File: src/include/adv7513_config.svh
`ifndef ADV7513_CONFIG_SVH
`define ADV7513_CONFIG_SVH

// 7-bit I2C device address of the transmitter (PD/AD pin low)
`define ADV_CHIP_ADDR 7'h39

// number of register writes in each list
`define ADV_BOOT_STEPS 11
`define ADV_INIT_STEPS 16

// PLL status register and its lock flag
`define ADV_PLL_STATUS_REG 8'h9E
`define ADV_PLL_LOCK_BIT 4

// extra bits for register 0x16
// set 8'h81 for 4:2:2 output with YCbCr black level
`define ADV_OUTPUT_FMT 8'h00

// video register defaults
// 0x17 16:9 aspect, syncs passed through, DE generator off
`define ADV_VID_17_DEFAULT 8'h02
// 0x3B manual pixel repeat, x2 PLL, x1 to receiver
`define ADV_VID_3B_DEFAULT 8'hC8
// 0x3C VIC 16, 1080p60
`define ADV_VID_3C_DEFAULT 8'h10

`endif

File: src/hdl/adv7513_pkg.sv
package adv7513_pkg;

    // I2C device address, 7 bits as sent on the bus
    typedef logic [6:0] chip_addr_t;

    // transmitter register map address
    typedef logic [7:0] reg_addr_t;

    // register value, also used for read results
    typedef logic [7:0] reg_data_t;

    // index into the bootstrap or init list
    typedef logic [4:0] step_t;

    // sequencer phase
    typedef enum logic [1:0] {
        phase_boot,
        phase_init,
        phase_pll_check,
        phase_ready
    } init_phase_t;

    // which video register a configuration write targets
    typedef enum logic [1:0] {
        sel_vid_17,
        sel_vid_3b,
        sel_vid_3c
    } cfg_sel_t;

endpackage

File: src/hdl/adv_video_cfg.sv
`include "adv7513_config.svh"

module adv_video_cfg (
    input  logic                   clk,
    input  logic                   reset,
    input  logic                   cfg_we,
    input  adv7513_pkg::cfg_sel_t  cfg_sel,
    input  adv7513_pkg::reg_data_t cfg_data,
    input  logic                   cfg_taken,
    output adv7513_pkg::reg_data_t vid_17,
    output adv7513_pkg::reg_data_t vid_3b,
    output adv7513_pkg::reg_data_t vid_3c,
    output logic                   cfg_pending
);

    always_ff @(posedge clk) begin
        if (!reset) begin
            vid_17      <= `ADV_VID_17_DEFAULT;
            vid_3b      <= `ADV_VID_3B_DEFAULT;
            vid_3c      <= `ADV_VID_3C_DEFAULT;
            cfg_pending <= 1'b0;
        end else begin
            if (cfg_we) begin
                case (cfg_sel)
                    adv7513_pkg::sel_vid_17: vid_17 <= cfg_data;
                    adv7513_pkg::sel_vid_3b: vid_3b <= cfg_data;
                    adv7513_pkg::sel_vid_3c: vid_3c <= cfg_data;
                    default: ;
                endcase
            end

            // a new write wins over the sequencer taking the old one
            if (cfg_we) begin
                cfg_pending <= 1'b1;
            end else if (cfg_taken) begin
                cfg_pending <= 1'b0;
            end
        end
    end

endmodule

File: src/hdl/adv_cmd_rom.sv
`include "adv7513_config.svh"

module adv_cmd_rom (
    input  adv7513_pkg::init_phase_t phase,
    input  adv7513_pkg::step_t       step,
    input  adv7513_pkg::reg_data_t   vid_17,
    input  adv7513_pkg::reg_data_t   vid_3b,
    input  adv7513_pkg::reg_data_t   vid_3c,
    output adv7513_pkg::reg_addr_t   rom_reg,
    output adv7513_pkg::reg_data_t   rom_value
);

    // {register, value}
    logic [15:0] entry;

    always_comb begin
        entry = 16'h0000;
        case (phase)
            adv7513_pkg::phase_boot: begin
                case (step)
                    // all circuits powered up, sync adjust off
                    5'd0:  entry = {8'h41, 8'h10};
                    // fixed registers from the programming guide
                    5'd1:  entry = {8'h98, 8'h03};
                    5'd2:  entry = {8'h9A, 8'hE0};
                    5'd3:  entry = {8'h9C, 8'h30};
                    5'd4:  entry = {8'h9D, 8'h01};
                    5'd5:  entry = {8'hA2, 8'hA4};
                    5'd6:  entry = {8'hA3, 8'hA4};
                    5'd7:  entry = {8'hE0, 8'hD0};
                    5'd8:  entry = {8'hF9, 8'h00};
                    // enable HPD and monitor sense interrupts
                    5'd9:  entry = {8'h94, 8'hC0};
                    // clear any pending interrupt
                    5'd10: entry = {8'h96, 8'hC0};
                    default: ;
                endcase
            end
            adv7513_pkg::phase_init: begin
                case (step)
                    // 44.1kHz I2S, 24 bit RGB 4:4:4 with separate syncs
                    5'd0:  entry = {8'h15, 8'h00};
                    5'd1:  entry = {8'h17, vid_17};
                    // 8 bit color depth plus output format
                    5'd2:  entry = {8'h16, 8'h30 | `ADV_OUTPUT_FMT};
                    5'd3:  entry = {8'h55, 8'h00};
                    // CSC disabled
                    5'd4:  entry = {8'h18, 8'h46};
                    // HDMI mode, no HDCP
                    5'd5:  entry = {8'hAF, 8'h06};
                    5'd6:  entry = {8'hBA, 8'h60};
                    // automatic CTS, I2S audio, 128xfs
                    5'd7:  entry = {8'h0A, 8'h00};
                    // N = 0x1880 for 44.1kHz
                    5'd8:  entry = {8'h01, 8'h00};
                    5'd9:  entry = {8'h02, 8'h18};
                    5'd10: entry = {8'h03, 8'h80};
                    5'd11: entry = {8'h0B, 8'h0E};
                    // I2S0 on, right justified
                    5'd12: entry = {8'h0C, 8'h05};
                    // 16 bit samples
                    5'd13: entry = {8'h0D, 8'h10};
                    5'd14: entry = {8'h3B, vid_3b};
                    5'd15: entry = {8'h3C, vid_3c};
                    default: ;
                endcase
            end
            default: ;
        endcase
    end

    assign rom_reg   = entry[15:8];
    assign rom_value = entry[7:0];

endmodule

File: src/hdl/i2c_req_port.sv
`include "adv7513_config.svh"

module i2c_req_port (
    input  logic                     clk,
    input  logic                     reset,
    input  logic                     xfer_start,
    input  adv7513_pkg::reg_addr_t   xfer_reg,
    input  adv7513_pkg::reg_data_t   xfer_wdata,
    input  logic                     xfer_is_read,
    output logic                     xfer_busy,
    output logic                     xfer_done,
    output adv7513_pkg::reg_data_t   xfer_rdata,
    output logic                     xfer_ack_error,
    output logic                     i2c_req,
    output adv7513_pkg::chip_addr_t  i2c_chip_addr,
    output adv7513_pkg::reg_addr_t   i2c_reg_addr,
    output adv7513_pkg::reg_data_t   i2c_wdata,
    output logic                     i2c_is_read,
    input  logic                     i2c_ack,
    input  adv7513_pkg::reg_data_t   i2c_rdata,
    input  logic                     i2c_ack_error
);

    typedef enum logic [1:0] {
        st_idle,
        st_req,
        st_release,
        st_done
    } port_state_t;

    port_state_t state;

    always_ff @(posedge clk) begin
        if (!reset) begin
            state <= st_idle;
        end else begin
            case (state)
                st_idle: if (xfer_start) state <= st_req;
                // master holds ack as long as it likes
                st_req: if (i2c_ack) state <= st_release;
                st_release: if (!i2c_ack) state <= st_done;
                default: state <= st_idle;
            endcase
        end
    end

    // request fields stay put until req has fallen
    always_ff @(posedge clk) begin
        if (state == st_idle && xfer_start) begin
            i2c_reg_addr <= xfer_reg;
            i2c_wdata    <= xfer_wdata;
            i2c_is_read  <= xfer_is_read;
        end
        if (state == st_req && i2c_ack) begin
            xfer_rdata     <= i2c_rdata;
            xfer_ack_error <= i2c_ack_error;
        end
    end

    assign i2c_chip_addr = `ADV_CHIP_ADDR;
    assign i2c_req       = (state == st_req);
    assign xfer_busy     = (state != st_idle);
    assign xfer_done     = (state == st_done);

endmodule

File: src/hdl/adv_init_seq.sv
`include "adv7513_config.svh"

module adv_init_seq (
    input  logic                     clk,
    input  logic                     reset,
    input  logic                     hdmi_int,
    input  logic                     cfg_pending,
    input  adv7513_pkg::reg_addr_t   rom_reg,
    input  adv7513_pkg::reg_data_t   rom_value,
    input  logic                     xfer_busy,
    input  logic                     xfer_done,
    input  adv7513_pkg::reg_data_t   xfer_rdata,
    input  logic                     xfer_ack_error,
    output adv7513_pkg::init_phase_t phase,
    output adv7513_pkg::step_t       step,
    output logic                     xfer_start,
    output adv7513_pkg::reg_addr_t   xfer_reg,
    output adv7513_pkg::reg_data_t   xfer_wdata,
    output logic                     xfer_is_read,
    output logic                     cfg_taken,
    output logic                     ready,
    output logic [7:0]               pll_error_count
);

    logic int_sync1;
    logic int_sync2;
    logic int_pending;
    logic last_boot;
    logic last_init;

    assign last_boot = (step == adv7513_pkg::step_t'(`ADV_BOOT_STEPS - 1));
    assign last_init = (step == adv7513_pkg::step_t'(`ADV_INIT_STEPS - 1));

    always_ff @(posedge clk) begin
        if (!reset) begin
            phase           <= adv7513_pkg::phase_boot;
            step            <= '0;
            cfg_taken       <= 1'b0;
            pll_error_count <= 8'd0;
            int_sync1       <= 1'b1;
            int_sync2       <= 1'b1;
            int_pending     <= 1'b0;
        end else begin
            int_sync1 <= hdmi_int;
            int_sync2 <= int_sync1;
            cfg_taken <= 1'b0;

            // boot list ends by clearing the chip interrupt, so anything seen
            // before then is already covered by this pass
            if (phase == adv7513_pkg::phase_boot) begin
                int_pending <= 1'b0;
            end else if (!int_sync2) begin
                int_pending <= 1'b1;
            end

            // on an ack error the step is left alone and goes out again
            if (xfer_done) begin
                if (!xfer_ack_error) begin
                    case (phase)
                        adv7513_pkg::phase_boot: begin
                            if (last_boot) begin
                                phase <= adv7513_pkg::phase_init;
                                step  <= '0;
                            end else begin
                                step <= step + 1'b1;
                            end
                        end
                        adv7513_pkg::phase_init: begin
                            if (last_init) begin
                                phase <= adv7513_pkg::phase_pll_check;
                                step  <= '0;
                            end else begin
                                step <= step + 1'b1;
                            end
                        end
                        adv7513_pkg::phase_pll_check: begin
                            if (xfer_rdata[`ADV_PLL_LOCK_BIT]) begin
                                phase <= adv7513_pkg::phase_ready;
                            end else begin
                                // no lock, run everything again
                                pll_error_count <= pll_error_count + 8'd1;
                                phase           <= adv7513_pkg::phase_boot;
                            end
                        end
                        default: ;
                    endcase
                end
            end

            // hot plug or new video settings while running
            if (phase == adv7513_pkg::phase_ready && (int_pending || cfg_pending)) begin
                phase     <= adv7513_pkg::phase_boot;
                step      <= '0;
                cfg_taken <= 1'b1;
            end
        end
    end

    assign xfer_start   = !xfer_busy && (phase != adv7513_pkg::phase_ready);
    assign xfer_is_read = (phase == adv7513_pkg::phase_pll_check);
    assign xfer_reg     = xfer_is_read ? `ADV_PLL_STATUS_REG : rom_reg;
    assign xfer_wdata   = rom_value;
    assign ready        = (phase == adv7513_pkg::phase_ready);

endmodule

File: src/hdl/adv7513_ctrl.sv
module adv7513_ctrl (
    input  logic                    clk,
    input  logic                    reset,
    input  logic                    hdmi_int,
    input  logic                    cfg_we,
    input  adv7513_pkg::cfg_sel_t   cfg_sel,
    input  adv7513_pkg::reg_data_t  cfg_data,
    output logic                    i2c_req,
    output adv7513_pkg::chip_addr_t i2c_chip_addr,
    output adv7513_pkg::reg_addr_t  i2c_reg_addr,
    output adv7513_pkg::reg_data_t  i2c_wdata,
    output logic                    i2c_is_read,
    input  logic                    i2c_ack,
    input  adv7513_pkg::reg_data_t  i2c_rdata,
    input  logic                    i2c_ack_error,
    output logic                    ready,
    output logic [7:0]              pll_error_count
);

    adv7513_pkg::reg_data_t   vid_17;
    adv7513_pkg::reg_data_t   vid_3b;
    adv7513_pkg::reg_data_t   vid_3c;
    logic                     cfg_pending;
    logic                     cfg_taken;
    adv7513_pkg::init_phase_t phase;
    adv7513_pkg::step_t       step;
    adv7513_pkg::reg_addr_t   rom_reg;
    adv7513_pkg::reg_data_t   rom_value;
    logic                     xfer_start;
    adv7513_pkg::reg_addr_t   xfer_reg;
    adv7513_pkg::reg_data_t   xfer_wdata;
    logic                     xfer_is_read;
    logic                     xfer_busy;
    logic                     xfer_done;
    adv7513_pkg::reg_data_t   xfer_rdata;
    logic                     xfer_ack_error;

    adv_video_cfg video_cfg0 (
        .clk         (clk),
        .reset       (reset),
        .cfg_we      (cfg_we),
        .cfg_sel     (cfg_sel),
        .cfg_data    (cfg_data),
        .cfg_taken   (cfg_taken),
        .vid_17      (vid_17),
        .vid_3b      (vid_3b),
        .vid_3c      (vid_3c),
        .cfg_pending (cfg_pending)
    );

    adv_cmd_rom cmd_rom0 (
        .phase     (phase),
        .step      (step),
        .vid_17    (vid_17),
        .vid_3b    (vid_3b),
        .vid_3c    (vid_3c),
        .rom_reg   (rom_reg),
        .rom_value (rom_value)
    );

    // one register transaction at a time toward the external I2C master
    i2c_req_port req_port0 (
        .clk            (clk),
        .reset          (reset),
        .xfer_start     (xfer_start),
        .xfer_reg       (xfer_reg),
        .xfer_wdata     (xfer_wdata),
        .xfer_is_read   (xfer_is_read),
        .xfer_busy      (xfer_busy),
        .xfer_done      (xfer_done),
        .xfer_rdata     (xfer_rdata),
        .xfer_ack_error (xfer_ack_error),
        .i2c_req        (i2c_req),
        .i2c_chip_addr  (i2c_chip_addr),
        .i2c_reg_addr   (i2c_reg_addr),
        .i2c_wdata      (i2c_wdata),
        .i2c_is_read    (i2c_is_read),
        .i2c_ack        (i2c_ack),
        .i2c_rdata      (i2c_rdata),
        .i2c_ack_error  (i2c_ack_error)
    );

    adv_init_seq init_seq0 (
        .clk             (clk),
        .reset           (reset),
        .hdmi_int        (hdmi_int),
        .cfg_pending     (cfg_pending),
        .rom_reg         (rom_reg),
        .rom_value       (rom_value),
        .xfer_busy       (xfer_busy),
        .xfer_done       (xfer_done),
        .xfer_rdata      (xfer_rdata),
        .xfer_ack_error  (xfer_ack_error),
        .phase           (phase),
        .step            (step),
        .xfer_start      (xfer_start),
        .xfer_reg        (xfer_reg),
        .xfer_wdata      (xfer_wdata),
        .xfer_is_read    (xfer_is_read),
        .cfg_taken       (cfg_taken),
        .ready           (ready),
        .pll_error_count (pll_error_count)
    );

endmodule

File: config.mk
export PLATFORM = sky130hd
export DESIGN_NAME = adv7513_ctrl
export DESIGN_NICKNAME = d
export VERILOG_FILES = /design/src/hdl/adv7513_pkg.sv /design/src/hdl/adv_video_cfg.sv /design/src/hdl/adv_cmd_rom.sv /design/src/hdl/i2c_req_port.sv /design/src/hdl/adv_init_seq.sv /design/src/hdl/adv7513_ctrl.sv
export VERILOG_INCLUDE_DIRS = /design/src /design/src/include
export SDC_FILE = /design/constraint.sdc
export NUM_CORES = 1
export LEC_CHECK = 0
export ABC_AREA = 1
export BUFFER_PORTS_ARGS = -buffer_cell sky130_fd_sc_hd__buf_2
export CAP_MARGIN = 10
export CORE_MARGIN = 3
export CORE_UTILIZATION = 49
export DETAILED_ROUTE_END_ITERATION = 8
export PLACE_DENSITY_LB_ADDON = 0.05
export SLEW_MARGIN = 30
export SYNTH_ARGS = -nofsm -noshare
export SYNTH_HDL_FRONTEND = slang
export SYNTH_HIERARCHICAL = 1
export SYNTH_SLANG_ARGS = --single-unit
File: constraint.sdc
create_clock -name clk -period 3.6 [get_ports clk]
set_input_delay 0.36 -clock clk [delete_from_list [all_inputs] [get_ports clk]]
set_output_delay 0.36 -clock clk [all_outputs]
set_load 0.1 [all_outputs]
==> impl_summary.md, run 1 <==
Placed design
The post-DP HPWL is approximately 6.2 mm. At the end of routability-driven placement, the weighted congestion stood at a little over 0.9. The total of buffers placed on input and output ports is 43.

Yosys
The average instance area after synthesis is 6.986 um^2. The synthesized instance count is around 560. The cell area that synthesis handed to floorplanning was ~0.004 mm^2. The number of synthesis warnings is 6.

Power
The power density relative to cell area is between 600 and 700 mW/mm^2. In this run the static leakage power is 2.277 nW. The peak ir drop on the vdd network is 0.0002865 V.

STA
The count of pins over their slew limit is 0. The final total negative setup slack is 0 ns. The clock arrives with between 0.009 and 0.01 ns of skew.

The relative slew slack is 38.15%. The pin slew with the least headroom to its limit is 0.9243 ns. The final hold violation count was 0. The number of setup violations in the final report is 0. Counting I/O delays and the setup requirement, the final critical path takes 2.091 ns. Setup repair after global routing left no endpoint under its margin. The period utilization is roughly three fifths. The upper clock frequency limit is 478.2 MHz.

Detailed routing
The initial DRC count is around 140. The first detailed-routing pass ran for 5 iterations. The remaining routing DRC violations is 0. Summed over all layers, the routed wires come to about 8.6 mm. After detailed routing, the number of vias per cell comes to about 4.8. Detailed routing inserted a total of roughly 3.4k vias. The number of nets with antenna violations after routing is 0. The routed length per instance is between 10 and 15 um.

Global routing
The wire length of the first global-routing pass is roughly 14 mm. The number of global-route vias before repair is 2,967. The aggregate global routing overflow is 0. Across every metal layer, demand over resource in global routing totals between 20% and 30%. The number of antenna violations at the first check in global routing is 0. Entering global routing, the biggest net connects 35 pins.

Cells and area
Cells fill ~56% of the core in the end. After filler insertion, the fill cell instance count of the layout stands at 797. The antenna diode count is 0.

After the last flow step, the layout net total stands at 630. The area growth from synthesis to layout is 10.01%. The fraction of layout cells with a size suffix above 1 is between 10% and 20%.

Worst setup path
For the worst setup path, the data arrival time is 2.34 ns. The worst setup path is captured at a register. The critical path required time is between 3 and 4 ns. The category of the critical setup timing path is register to register.

In this run the worst path has a maximum fanout of 12. The category of the worst setup path launch point is a register.

Clock network
The number of gates given a new drive strength after cts is 0. The register clock-pin slew on the reported worst setup and hold paths is about 0.08 ns. TritonCTS built the clock tree. The library cell used as clock root buffer is clkbuf_8. The number of buffers created by CTS is 9. CTS saw 65 sinks. Once the clock tree was built, the setup fixing pass inserted 0 buffers. After clock tree synthesis, the flow added hold-fix buffers numbering 0. The total number of H-tree levels is 3.

In this run the deepest clock path goes through 2 buffers. The clock reaches the later pin of the worst-skew pair after roughly 0.35 ns.

Job
The total of max-cap violations is 0.

Die
The area inside the core boundary is approximately 0.0078 mm^2. The height of the die is roughly 96 um. The initial utilization of the core area, before any placement, comes to 50.55%.

The count of standard-cell rows is 32. In this run the horizontal extent of the chip is approximately 96 um. Pin placement for this block handled a little under 60 I/O pins. The floorplan step defined a die boundary enclosing between 0.009 and 0.01 mm^2.

Run status
The run finished with clean final reports.

Worst hold path
The worst min-delay path category is input pin to register.
==> cell type report <==
class	count	area, um^2	area share, %
multi-input combinational	387	1917	44.38
sequential	65	1491	34.53
inverter	87	331.6	7.677
timing repair buffer	43	215.2	4.983
clock buffer	10	148.9	3.447
tap	102	127.6	2.955
clock inverter	6	87.58	2.028
==> layout by cell type, fill, tap and decap left out, drive strengths merged <==
master and count:
o21bai 1, dfxtp 46, nor2 87, nand4 14
clkbuf 10, o21ai 23, nor3 3, bufinv 2
inv 88, xor2 2, nand3b 1, edfxtp 19
buf 43, nand3 43, nand2 167, o211ai 2
ha 13, clkinv 3, o21a 2, conb 7
a21oi 14, a211oi 1, or2 7
==> critical path, cell delays in order, from the launching register on <==
cell and delay, ns:
dfxtp_1 0.67, ha_1 0.28, inv_1 0.06, nor3_1 0.24, ha_1 0.21, nor2_1 0.06, nor3_2 0.24, nand3_1 0.11
nand2_1 0.08, nor2_1 0.04
==> where the power goes <==
group	switching, mW	internal (mW)	total (mW)
Clock	0.296	0.433	0.729
Sequential	0.0430	0.904	0.947
Combinational	0.904	0.163	1.07
==> through the flow <==
stage	setup slack, ns	instance area [um^2]	power [mW]	instances	hold slack (ns)
after floorplan	1.588	3945	1.908	567	0.3925
after global placement	1.574	4083	2.027	684	0.3993
after detailed placement	1.553	4083	2.035	684	0.4063
after CTS	1.555	4319	2.780	700	0.1643
after global routing	1.327	4319	2.883	700	0.1678
final	1.509	4319	2.743	700	0.1837
==> state kept, by name (all words and copies together) (netlist names) <==
signal and flops:
init_seq0/pll_error_count 8, req_port0/i2c_reg_addr 8, req_port0/i2c_wdata 8, video_cfg0/vid_17 8
video_cfg0/vid_3b 8, video_cfg0/vid_3c 8, init_seq0/step 5, init_seq0/phase 2
req_port0/state 2, init_seq0/cfg_taken 1, init_seq0/int_pending 1, init_seq0/int_sync1 1
init_seq0/int_sync2 1, req_port0/i2c_is_read 1, req_port0/xfer_ack_error 1, req_port0/xfer_rdata 1
video_cfg0/cfg_pending 1
==> routing by layer <==
layer  up-vias  routed length (um)  track usage (%)
met5         -                   0                0
met4         0                  82            8.886
met3         8                 443            3.946
met2        79                3850            29.68
met1      1477                4266            28.18
li1       1793                   -                -
==> path summary, 6_finish.rpt <==
kind                                            endpoint  slack [ns]  cells past startpoint                 from
worst max-delay path                  init_seq0/phase[0]        1.51                      9    init_seq0/step[1]
worst min-delay path            req_port0/xfer_ack_error        0.18                      1        i2c_ack_error
worst max register to register        init_seq0/phase[0]        1.51                      9    init_seq0/step[1]
worst min register to register     init_seq0/int_pending        0.42                      1  init_seq0/int_sync2
Power figures use the tool's default switching activity.
==> inputs of run 2 (changes only) <==
==> constraint.sdc (replaced) <==
create_clock -name clk -period 1.9 [get_ports clk]
set_input_delay 0.19 -clock clk [delete_from_list [all_inputs] [get_ports clk]]
set_output_delay 0.19 -clock clk [all_outputs]
set_load 0.1 [all_outputs]
==> impl_summary.md, run 2 (synthesized netlist as in run 1, its figures left out) <==
Worst setup path
The worst endpoint data arrival time is 1.89 ns (-0.45 ns). The worst setup path is captured at a register. The depth of the most critical reg-to-reg path came to 8 (-1). The critical path required time was 2.01 ns (-1.84 ns). The highest fanout seen on the critical path is 11 (-1). STA classifies the critical path startpoint as a register.

The reg-to-reg setup timing slack is 0.12 ns (-1.39 ns). The category of the critical setup timing path is register to register.

Clock network
The total number of H-tree levels is 3 (unchanged). The buffer depth of the longest clock path is 2 (unchanged). The clock latency reported for the late side of the worst-skew pair is 0.35 ns (about the same).

The total number of clock tree sinks is 65 (unchanged). The post-CTS repair timing setup buffer count was 0 (unchanged). The number of gates given a new drive strength after cts came to 0 (unchanged). CTS placed an instance of clkbuf_8 at the clock tree root. The register clock-pin slew on the reported worst setup and hold paths is 0.07 ns (about the same). The number of buffers created by CTS is 9 (unchanged). TritonCTS built the clock tree.

The number of buffers added to fix hold violations after cts came to 0 (unchanged).

STA
The final total negative setup slack is 0 ns (unchanged). Setup repair after global routing left no endpoint under its margin. The final critical-path required period is 1.785 ns (-0.3064 ns). The final hold violation count is 0 (unchanged).

The post-layout worst setup margin was 0.1151 ns (-1.394 ns). The setup clock skew after layout came to 0.009373 ns (-0.0004264 ns). The relative slew slack was 41.30% (+3.1 points).

The period utilization is 93.94% (+36 points). The count of pins over their slew limit is 0 (unchanged). The number of setup violations in the final report is 0 (unchanged).

The pin slew with the least headroom to its limit was 0.8773 ns (-0.04707 ns). The upper clock frequency limit came to 560.3 MHz (+17%).

Detailed routing
The aggregate routed wire length is 8.819 mm (+2.0%). The initial DRC count came to 180 (+32%). The routed length per instance is 12.23 um (-0.94%). The remaining routing DRC violations is 0 (unchanged).

The total vias in the final route is 3,446 (+2.7%). The number of nets with antenna violations after routing is 0 (unchanged). The first-pass iteration count of the detailed router is 5 (unchanged).

The routed via count divided by cell count came to 4.779 (-0.34%).

Cells and area
Compared with the post-synthesis result, the final layout area differs by 14.56%. The layout filler cell count is 792 (-0.63%). The layout net count is 651 (+3.3%). The antenna diode count came to 0 (unchanged). The top cell types in the final layout, fill and taps aside, are nand2_1 (155), inv_1 (78), nor2_1 (76). The utilization of the core after routing came to 57.91% (+2.3 points). The fraction of layout cells with a size suffix above 1 is 21.16% (+3.6 points).

The commonest non-fill, non-tap cell in the layout is nand2_1. The final design area excluding fillers was 0.004498 mm^2 (+4.1%).

Global routing
The wire length of the first global-routing pass is 14.53 mm (+2.6%). The pin count of the biggest net entering global routing is 34 (-2.9%). The overall track demand over capacity in global routing is 20.71% (+0.67 points). The aggregate global routing overflow is 0 (unchanged).

The met3 track demand over resource came to 3.631% (-0.32 points). After global routing, the most crowded layer is met2. The number of global-route vias before repair is 3,023 (+1.9%).

The number of antenna violations at the first check in global routing was 0 (unchanged). The met1 capacity usage during global routing is 29.61% (+1.4 points). The fraction of met2 tracks used by global routing was 30.96% (+1.3 points).

Run status
The flow ran to the end, and the final reports show no timing, DRC or antenna violations.

Placed design
The post-DP HPWL came to 6.470 mm (+3.9%). The instance area after placement came to 0.004243 mm^2 (+3.9%). The final weighted congestion in routability-driven placement was 0.9490 (+1.4%).

The pre-CTS setup slack is 0.01981 ns (-1.533 ns). The total of buffers placed on input and output ports is 43 (unchanged).

Die
The area of the die is 0.009123 mm^2 (unchanged). The count of standard-cell rows came to 32 (unchanged). The top-level port count is 58 (unchanged). The height of the die came to 95.52 um (unchanged). The die outline width is 95.52 um (unchanged). The area inside the core boundary came to 0.007767 mm^2 (unchanged). The initial standard-cell utilization of the core is 50.55% (unchanged).

Power
The static leakage was 2.382 nW (+4.6%). The power density relative to cell area came to 1179 mW/mm^2 (+86%). The switching share of power came to 44.81% (-0.50 points). The combinational power share was 39.4% (+0.5 points). The design internal power is 2.927 mW (+95%). The switching power of the nets is 2.376 mW (+91%). The clock power share is 26.9% (+0.3 points). The peak ir drop on the vdd network came to 0.0006179 V (+120%). The share of total power in sequential cells was 33.7% (-0.8 points).

Worst hold path
The hold path depth is 1 (unchanged). The worst min-delay path category is input pin to register.

Job
The total of max-cap violations was 0 (unchanged).
-- run 2: cell types whose count changed in the layout (fill, tap and decap cells not counted), sizes merged --
cell,previous run,this run
clkbuf,10,11
buf,43,64
inv,88,90
clkinv,3,0
-- run 2: final cells by class --
class	instances	area (um^2)	area share, %
clock inverters	5	81.33	1.808
multi-input cells	387	1924	42.78
repair buffers	64	372.9	8.289
flip-flops and latches	65	1498	33.30
well taps	102	127.6	2.837
inverters	87	331.6	7.371
clock buffers	11	162.7	3.616
-- run 2: power by group through the flow --
stage	combinational (mW)	sequential (mW)	clock [mW]
after floorplan	0.718	2.90	0
after global placement	2.08	1.82	0
after detailed placement	2.10	1.82	0
after CTS	2.10	1.79	1.46
after global routing	2.23	1.82	1.53
final	2.09	1.79	1.42
-- run 2: final timing paths --
check                                    startpoint                        end
worst max-delay path              init_seq0/step[4]  req_port0/i2c_reg_addr[5]
worst min-delay path                  i2c_ack_error   req_port0/xfer_ack_error
worst min register to register  init_seq0/int_sync1        init_seq0/int_sync2
worst max register to register    init_seq0/step[4]  req_port0/i2c_reg_addr[5]
-- run 2: through the flow --
| stage | instances | total power, mW | hold WS (ns) |
|---|---|---|---|
| after detailed placement | 705 | 3.925 | 0.3686 |
| after floorplan | 567 | 3.616 | 0.2889 |
| after CTS | 721 | 5.358 | 0.001862 |
| final | 721 | 5.304 | 0.02235 |
| after global routing | 721 | 5.579 | 0.003752 |
| after global placement | 705 | 3.893 | 0.3666 |
-- run 2: critical path, cell delays in order (launching register included) --
cell	delay [ns]
dfxtp_1	0.47
inv_1	0.24
nand2_1	0.18
nor2_2	0.07
buf_4	0.16
nor3_1	0.24
o21ai_1	0.10
inv_1	0.06
nor2_1	0.03
-- run 2: routing by layer --
metal  routed length [um]  vias up
met5                    0        -
met4                  141        0
met3                  500       13
met2                 3818      105
met1                 4359     1497
li1                     -     1831
